--- src/hdl/io_pkg.sv ---
`default_nettype none

package io_pkg;

    localparam int OP_W   = 6;
    localparam int INST_W = 64;

    localparam logic [OP_W-1:0] OP_IN_LL  = 6'h10;
    localparam logic [OP_W-1:0] OP_IN_LH  = 6'h11;
    localparam logic [OP_W-1:0] OP_IN_UL  = 6'h12;
    localparam logic [OP_W-1:0] OP_IN_UH  = 6'h13;
    localparam logic [OP_W-1:0] OP_OUT_LL = 6'h14;

    localparam int QUEUE_DEPTH = 4;
    localparam int CREDIT_W    = 3;

    // input form with opcode and destination register
    typedef struct packed {
        logic [OP_W-1:0]          opcode;
        logic [4:0]               rt;
        logic [INST_W-OP_W-6:0]   unused;
    } in_form_t;

    // output form with the byte to send in the low lane
    typedef struct packed {
        logic [OP_W-1:0]          opcode;
        logic [INST_W-OP_W-9:0]   unused;
        logic [7:0]               wdata;
    } out_form_t;

    typedef union packed {
        in_form_t  in_form;
        out_form_t out_form;
    } io_inst_u;

    typedef struct packed {
        logic       is_read;
        logic [1:0] lane;
        logic [4:0] rt;
        logic [7:0] data;
    } io_req_t;

    typedef struct packed {
        logic       valid;
        logic [4:0] rt;
        logic [1:0] lane;
        logic [7:0] data;
    } io_resp_t;

endpackage

`default_nettype wire

--- src/hdl/uart_pkg.sv ---
`default_nettype none

package uart_pkg;

    // ========================================
    // serial framing
    // ========================================
    localparam int CLKS_PER_BIT = 8;

    // start, 8 data bits lsb first, stop
    localparam int FRAME_BITS = 10;

    // ========================================
    // port sequencing
    // ========================================
    typedef enum logic [1:0] {
        IDLE,
        WRITE,
        READ
    } port_state_e;

endpackage

`default_nettype wire

--- src/hdl/io_issue.sv ---
`timescale 1ns/1ps
`default_nettype none

module io_issue (
    input  logic               clk,
    input  logic               rstn,
    input  io_pkg::io_inst_u   inst,
    input  logic               inst_valid,
    input  io_pkg::io_resp_t   resp,
    input  logic               credit_return,
    output logic               stall,
    output logic               push,
    output io_pkg::io_req_t    push_req
);
    import io_pkg::*;

    logic                is_in;
    logic                is_out;
    logic [1:0]          lane;
    logic [CREDIT_W-1:0] credits;
    logic [CREDIT_W-1:0] credits_nxt;
    logic                rd_pend;
    logic                rd_pend_nxt;

    // byte-lane reads
    always_comb begin
        is_in = 1'b1;
        lane  = 2'd0;
        case (inst.in_form.opcode)
            OP_IN_LL: lane = 2'd0;
            OP_IN_LH: lane = 2'd1;
            OP_IN_UL: lane = 2'd2;
            OP_IN_UH: lane = 2'd3;
            default:  is_in = 1'b0;
        endcase
    end

    assign is_out = (inst.out_form.opcode == OP_OUT_LL);

    // never issue without a free queue slot
    assign push = inst_valid && !stall && (credits != '0) && (is_in || is_out);

    always_comb begin
        push_req         = '0;
        push_req.is_read = is_in;
        push_req.lane    = lane;
        if (is_in) begin
            push_req.rt = inst.in_form.rt;
        end else begin
            push_req.data = inst.out_form.wdata;
        end
    end

    always_comb begin
        credits_nxt = credits;
        if (push && !credit_return) begin
            credits_nxt = credits - 1'b1;
        end else if (!push && credit_return) begin
            credits_nxt = credits + 1'b1;
        end
        rd_pend_nxt = rd_pend;
        if (push && is_in) begin
            rd_pend_nxt = 1'b1;
        end else if (resp.valid) begin
            rd_pend_nxt = 1'b0;
        end
    end

    always_ff @(posedge clk) begin
        if (!rstn) begin
            credits <= CREDIT_W'(QUEUE_DEPTH);
            rd_pend <= 1'b0;
            stall   <= 1'b0;
        end else begin
            credits <= credits_nxt;
            rd_pend <= rd_pend_nxt;
            stall   <= rd_pend_nxt || (credits_nxt == '0);
        end
    end

endmodule

`default_nettype wire

--- src/hdl/io_req_queue.sv ---
`timescale 1ns/1ps
`default_nettype none

module io_req_queue (
    input  logic              clk,
    input  logic              rstn,
    input  logic              push,
    input  io_pkg::io_req_t   push_req,
    input  logic              pop,
    output io_pkg::io_req_t   head,
    output logic              head_valid,
    output logic              credit_return
);
    import io_pkg::*;

    io_req_t                          mem [QUEUE_DEPTH];
    logic [$clog2(QUEUE_DEPTH)-1:0]   rd_ptr;
    logic [$clog2(QUEUE_DEPTH)-1:0]   wr_ptr;
    logic [CREDIT_W-1:0]              count;
    logic                             do_pop;

    assign head_valid    = (count != '0);
    assign head          = mem[rd_ptr];
    assign do_pop        = pop && head_valid;
    // one credit back per entry leaving
    assign credit_return = do_pop;

    always_ff @(posedge clk) begin
        if (push) begin
            mem[wr_ptr] <= push_req;
        end
    end

    always_ff @(posedge clk) begin
        if (!rstn) begin
            rd_ptr <= '0;
            wr_ptr <= '0;
            count  <= '0;
        end else begin
            if (push) begin
                wr_ptr <= (wr_ptr == QUEUE_DEPTH - 1) ? '0 : wr_ptr + 1'b1;
            end
            if (do_pop) begin
                rd_ptr <= (rd_ptr == QUEUE_DEPTH - 1) ? '0 : rd_ptr + 1'b1;
            end
            if (push && !do_pop) begin
                count <= count + 1'b1;
            end else if (!push && do_pop) begin
                count <= count - 1'b1;
            end
        end
    end

endmodule

`default_nettype wire

--- src/hdl/uart_port.sv ---
`timescale 1ns/1ps
`default_nettype none

module uart_port (
    input  logic               clk,
    input  logic               rstn,
    input  io_pkg::io_req_t    head,
    input  logic               head_valid,
    output logic               pop,
    input  logic               tx_busy,
    output logic               tx_start,
    output logic [7:0]         tx_byte,
    input  logic               rx_full,
    input  logic [7:0]         rx_byte,
    output logic               rx_take,
    output io_pkg::io_resp_t   resp
);
    import io_pkg::*;
    import uart_pkg::*;

    port_state_e state;
    logic [4:0]  rd_rt;
    logic [1:0]  rd_lane;
    logic        resp_valid;
    logic [7:0]  resp_data;

    // ========================================
    // request hand-off
    // ========================================
    assign pop      = (state == IDLE) && head_valid && !tx_busy;
    assign tx_start = pop && !head.is_read;
    assign tx_byte  = head.data;
    assign rx_take  = (state == READ) && rx_full;

    always_ff @(posedge clk) begin
        if (!rstn) begin
            state      <= IDLE;
            resp_valid <= 1'b0;
        end else begin
            resp_valid <= 1'b0;
            case (state)
                IDLE: begin
                    if (pop) begin
                        state <= head.is_read ? READ : WRITE;
                    end
                end
                WRITE: begin
                    // serdes raises busy the cycle after start
                    if (!tx_busy) begin
                        state <= IDLE;
                    end
                end
                READ: begin
                    if (rx_full) begin
                        resp_valid <= 1'b1;
                        state      <= IDLE;
                    end
                end
                default: state <= IDLE;
            endcase
        end
    end

    // destination of the read in flight
    always_ff @(posedge clk) begin
        if (pop && head.is_read) begin
            rd_rt   <= head.rt;
            rd_lane <= head.lane;
        end
        if (rx_take) begin
            resp_data <= rx_byte;
        end
    end

    assign resp = '{valid: resp_valid, rt: rd_rt, lane: rd_lane, data: resp_data};

endmodule

`default_nettype wire

--- src/hdl/uart_serdes.sv ---
`timescale 1ns/1ps
`default_nettype none

module uart_serdes (
    input  logic       clk,
    input  logic       rstn,
    input  logic       tx_start,
    input  logic [7:0] tx_byte,
    output logic       tx_busy,
    output logic       tx,
    input  logic       rx,
    output logic       rx_full,
    output logic [7:0] rx_byte,
    input  logic       rx_take
);
    import uart_pkg::*;

    logic [$clog2(CLKS_PER_BIT)-1:0] tx_clk;
    logic [$clog2(FRAME_BITS)-1:0]   tx_bit;
    logic [FRAME_BITS-2:0]           tx_shift;

    logic                            rx_s1;
    logic                            rx_s2;
    logic                            rx_active;
    logic [$clog2(CLKS_PER_BIT)-1:0] rx_clk;
    logic [$clog2(FRAME_BITS)-1:0]   rx_bit;
    logic [7:0]                      rx_shift;
    logic                            rx_sample;

    // ========================================
    // transmitter
    // ========================================
    always_ff @(posedge clk) begin
        if (!rstn) begin
            tx_busy <= 1'b0;
            tx      <= 1'b1;
            tx_clk  <= '0;
            tx_bit  <= '0;
        end else if (!tx_busy) begin
            if (tx_start) begin
                tx_busy <= 1'b1;
                tx      <= 1'b0;
                tx_clk  <= '0;
                tx_bit  <= '0;
            end
        end else if (tx_clk == CLKS_PER_BIT - 1) begin
            tx_clk <= '0;
            if (tx_bit == FRAME_BITS - 1) begin
                // line is already high after the stop bit
                tx_busy <= 1'b0;
            end else begin
                tx     <= tx_shift[0];
                tx_bit <= tx_bit + 1'b1;
            end
        end else begin
            tx_clk <= tx_clk + 1'b1;
        end
    end

    // data bits then stop bit
    always_ff @(posedge clk) begin
        if (!tx_busy && tx_start) begin
            tx_shift <= {1'b1, tx_byte};
        end else if (tx_busy && tx_clk == CLKS_PER_BIT - 1) begin
            tx_shift <= {1'b1, tx_shift[FRAME_BITS-2:1]};
        end
    end

    // ========================================
    // receiver
    // ========================================
    assign rx_sample = rx_active && (rx_clk == CLKS_PER_BIT / 2 - 1);

    always_ff @(posedge clk) begin
        if (!rstn) begin
            rx_s1     <= 1'b1;
            rx_s2     <= 1'b1;
            rx_active <= 1'b0;
            rx_clk    <= '0;
            rx_bit    <= '0;
            rx_full   <= 1'b0;
        end else begin
            rx_s1 <= rx;
            rx_s2 <= rx_s1;
            if (rx_take) begin
                rx_full <= 1'b0;
            end
            if (!rx_active) begin
                if (!rx_s2) begin
                    rx_active <= 1'b1;
                    rx_clk    <= '0;
                    rx_bit    <= '0;
                end
            end else begin
                rx_clk <= (rx_clk == CLKS_PER_BIT - 1) ? '0 : rx_clk + 1'b1;
                if (rx_sample) begin
                    rx_bit <= rx_bit + 1'b1;
                    if (rx_bit == 0 && rx_s2) begin
                        // start bit too short to be real
                        rx_active <= 1'b0;
                    end else if (rx_bit == FRAME_BITS - 1) begin
                        rx_active <= 1'b0;
                        // bad stop bit drops the frame
                        if (rx_s2) begin
                            rx_full <= 1'b1;
                        end
                    end
                end
            end
        end
    end

    always_ff @(posedge clk) begin
        if (rx_sample && rx_bit != 0 && rx_bit != FRAME_BITS - 1) begin
            rx_shift <= {rx_s2, rx_shift[7:1]};
        end
        if (rx_sample && rx_bit == FRAME_BITS - 1 && rx_s2) begin
            rx_byte <= rx_shift;
        end
    end

endmodule

`default_nettype wire

--- src/hdl/io_top.sv ---
`timescale 1ns/1ps
`default_nettype none

module io_top (
    input  logic               clk,
    input  logic               rstn,
    input  io_pkg::io_inst_u   inst,
    input  logic               inst_valid,
    input  logic               rx,
    output logic               stall,
    output logic               tx,
    output io_pkg::io_resp_t   resp
);
    import io_pkg::*;

    logic       push;
    io_req_t    push_req;
    logic       credit_return;
    io_req_t    head;
    logic       head_valid;
    logic       pop;
    logic       tx_start;
    logic [7:0] tx_byte;
    logic       tx_busy;
    logic       rx_full;
    logic [7:0] rx_byte;
    logic       rx_take;

    io_issue u_issue (
        .clk(clk), .rstn(rstn), .inst(inst), .inst_valid(inst_valid), .resp(resp),
        .credit_return(credit_return), .stall(stall), .push(push), .push_req(push_req)
    );

    io_req_queue u_queue (
        .clk(clk), .rstn(rstn), .push(push), .push_req(push_req), .pop(pop),
        .head(head), .head_valid(head_valid), .credit_return(credit_return)
    );

    uart_port u_port (
        .clk(clk), .rstn(rstn), .head(head), .head_valid(head_valid), .pop(pop),
        .tx_busy(tx_busy), .tx_start(tx_start), .tx_byte(tx_byte),
        .rx_full(rx_full), .rx_byte(rx_byte), .rx_take(rx_take), .resp(resp)
    );

    uart_serdes u_serdes (
        .clk(clk), .rstn(rstn), .tx_start(tx_start), .tx_byte(tx_byte),
        .tx_busy(tx_busy), .tx(tx), .rx(rx), .rx_full(rx_full),
        .rx_byte(rx_byte), .rx_take(rx_take)
    );

endmodule

`default_nettype wire

--- config.mk ---
export PLATFORM = sky130hd
export DESIGN_NAME = io_top
export DESIGN_NICKNAME = d
export VERILOG_FILES = /design/src/hdl/io_pkg.sv /design/src/hdl/uart_pkg.sv /design/src/hdl/io_issue.sv /design/src/hdl/io_req_queue.sv /design/src/hdl/uart_port.sv /design/src/hdl/uart_serdes.sv /design/src/hdl/io_top.sv
export SDC_FILE = /design/constraint.sdc
export NUM_CORES = 1
export LEC_CHECK = 0
export BUFFER_PORTS_ARGS = -buffer_cell sky130_fd_sc_hd__buf_2
export CAP_MARGIN = 20
export CORE_MARGIN = 2
export CORE_UTILIZATION = 45
export DETAILED_ROUTE_END_ITERATION = 8
export PLACE_DENSITY = 0.66
export SYNTH_ARGS = -nofsm -noshare
export SYNTH_HDL_FRONTEND = slang
export SYNTH_SLANG_ARGS = --single-unit
--- constraint.sdc ---
create_clock -name clk -period 3.2 [get_ports clk]
set_clock_uncertainty 0.1 [all_clocks]
set_input_delay 0.64 -clock clk [delete_from_list [all_inputs] [get_ports clk]]
set_output_delay 0.64 -clock clk [all_outputs]
set_load 0.1 [all_outputs]
==> impl_results.md <==
* WP data required at 3.45 ns
* Register share of total power at 0.411
* Synth warn at 0
* Ant. Diodes at 0
* First-pass GRT wire length at 14.77 mm
* Setup TNS at 0 ns
* Crit Path Max Fanout at 4
* Power after layout at approximately 0.0054 W
* Inserted Clock Buffers at 17
* Post-DRT Antenna Nets at 0
* Full die area at ~13000 um2
* Worst-Skew Late Latency at 0.42 ns
* EDFF count, synth at 103
* Htree depth at 4
* Cell variety after synth at between 40 and 50
* Clock sinks at 140
* Actual slew at the worst max-slew pin at about 0.71 ns
* Final net count at 503
* # IOs at 86
* Max Transition Viols Final at 0
* Minimum clock period at 2.614 ns
* Fmax at 0.3826 GHz
* CTS root buf: clkbuf_16
* Post-synth top area share at 0.5545
* MaxCap Viol Count at 0
* Rel. slew slack at 0.5232
* Layout cells sized above 1 at 0.2512
* Initial core utilization at 0.4624
* RSZ-0062 raised after global routing: no
* Syn Nets at 448
* Mapped cell area at 5578 um2
* Net switching power at 0.001569 W
* Int Power at roughly 0.0039 W
* Area Overhead vs Synth at 18.44%
* Post-synthesis sequential area ratio at 0.6873
* Final HPWL from detailed placement at approximately 5.7 mm
* Post-CTS sizing at 0
* Final period util at 0.8169
* Total congestion overflow at 0
* Yosys reg bits at 140
* Mean number of vias per cell at 5.030
* All-layer global routing usage at 0.1519
* Via count at between 2000 and 3000
* Synth area leader: edfxtp_1
* Antenna violations before repair at 0
* Detailed Route Iter0 Violations at 208
* Wire per inst at 15.39 um
* Wire length on met2 at approximately 4.4 mm
* Post-Syn Instances at 358
* Crit path kind: in2reg
* Startpoint Class: input port
* Fraction of registers with async set/reset at 0
* Die H at 115.3 um
* Most common cell in the netlist: edfxtp_1
* Placer Congestion at 0.7584
* Largest net degree at the start of global routing at 21
* Top cells by count, synth: edfxtp_1, dfxtp_1, ha_1, nor2_1
* VDD IR max at 0.3722 mV
* Area contributors post-synth: edfxtp_1, dfxtp_1, mux4_2, ha_1, and2_1
* P_leak at 2.379 nW
* M1 WL at roughly 4.4 mm
* Crit. End Element: register
* Max Used Layer: met4
* FP Rows at 40
* Vias in the first global route at 2962
* Chip Width at 115.3 um
* Status: complete, no violations
* Met3 WL at between 200 and 300 um
* CTS Buffer Depth at 2
* Top FF cell, synth: edfxtp_1
* Hold Crit Class: in2reg
* Drt total wl at 9.142 mm
* Pre-Repair DR Iteration Count at 4
* # Post-CTS Setup Buffers at 0
* Core Region at approximately 12000 um2
* Sw Ratio at 0.2879
* Setup violators final at 0
* # DRC at 0
* Hold Fails Final Rpt at 0
* CTS tree: done
* Logic pwr share at 0.213
* Port bufs at 40
* Clock network fraction of design power at 0.376
* Cts hold-fix bufs at 0
* Clock-pin slew on the worst setup and hold paths at 0.06 ns
* Pwr Density at 824.9 nW/um2
* CP Data Arrival Time at ~2.9 ns
* Synthesized area per cell at 15.58 um2
[cells in the final DEF, fill, tap and decap left out, drive strengths merged, types with 2 or more instances in the layout]
cell        n
nor2       20
dfxtp      37
nand3b      6
edfxtp    103
buf        48
mux2        7
nor2b      12
and2       16
xor2        2
a211oi      2
clkinvlp    3
o21ai      10
nand2      11
mux4       16
a31oi       2
bufinv      4
clkbuf     18
nor3        8
ha         22
xnor2       2
or2         2
inv        17
nand4b      2
or3         2
clkinv      6
a21oi       9
nand2b     11
o31ai       3
nand3       5
mux2i       7
[routing by layer]
layer	GRT usage	vias to the layer above
li1	-	1445
met1	0.1960	1480
met2	0.2343	52
met3	0.04323	11
met4	0.07952	0
met5	0	-
[per-stage QoR]
stage | hold WS [ns] | utilization | instances | setup slack [ns] | area [um2]
2_1_floorplan | 0.2863 | - | 358 | 0.2105 | 5578
3_3_place_gp | 0.2936 | 0.4960 | 562 | 0.2110 | 5982
3_5_place_dp | 0.2960 | 0.4960 | 562 | 0.1673 | 5982
4_1_cts | 0.2866 | 0.5477 | 594 | 0.5992 | 6606
5_1_grt | 0.2983 | 0.5477 | 594 | 0.4152 | 6606
6_report | 0.3025 | 0.5477 | 594 | 0.5860 | 6606
[flip-flops by register name (all words and copies together), names as in the netlist, 3 cells and up, named ones only]
signal,flops
u_serdes.rx_shift,8
u_serdes.tx_clk,3
u_serdes.rx_clk,3
u_port.resp_data,8
u_queue.count,3
u_serdes.tx_bit,4
u_issue.credits,3
u_serdes.rx_byte,8
u_queue.mem,64
u_port.rd_rt,5
u_serdes.rx_bit,4
u_serdes.tx_shift,8
[critical path, cell delays in order]
cell	delay, ns
buf_2	0.09
or3b_2	0.52
nor4b_4	0.33
ha_1	0.28
xnor2_1	0.09
ha_1	0.18
or3_1	0.34
a21oi_1	0.20
mux2i_1	0.19
[power by group through the flow]
stage               sequential, W  combinational (W)  clock (W)
floorplan                 0.00255           0.000683          0
global placement          0.00227            0.00114          0
detailed placement        0.00228            0.00117          0
CTS                       0.00224            0.00118    0.00209
global route              0.00226            0.00127    0.00216
finish                    0.00224            0.00116    0.00205
[cells by family (layout without fill, tap and decap cells)]
kind of cell,count (synthesis),count (layout),share of synthesized area
flip-flops,140,140,0.6873
AND/OR/NAND/NOR,100,100,0.1041
AO/OA/AOI/OAI,34,34,0.03836
multiplexers,30,30,0.09197
buffers and inverters,28,96,0.02266
adder cells (fa/ha/maj),22,22,0.04935
XOR/XNOR,4,4,0.006282
[area by class of cell]
| type | count | area, um2 |
|---|---|---|
| clock buffer | 18 | 429.2 |
| clock inverter | 14 | 195.2 |
| fill | 957 | 5455 |
| inverter | 16 | 60.06 |
| multi-input combinational | 190 | 1618 |
| sequential | 140 | 3834 |
| tap | 168 | 210.2 |
| timing repair buffer | 48 | 260.3 |
[final timing paths]
| kind | slack [ns] | start | cells past startpoint | endpoint |
|---|---|---|---|---|
| max reg2reg | 0.59 | u_serdes.tx_busy | 8 | u_queue.count[2] |
| min reg2reg | 0.31 | u_serdes.rx_s1 | 1 | u_serdes.rx_s2 |
| max | 0.59 | inst[61] | 9 | u_queue.count[2] |
| min | 0.30 | rx | 2 | u_serdes.rx_s1 |
No activity file was read; power rests on OpenSTA's default activity.
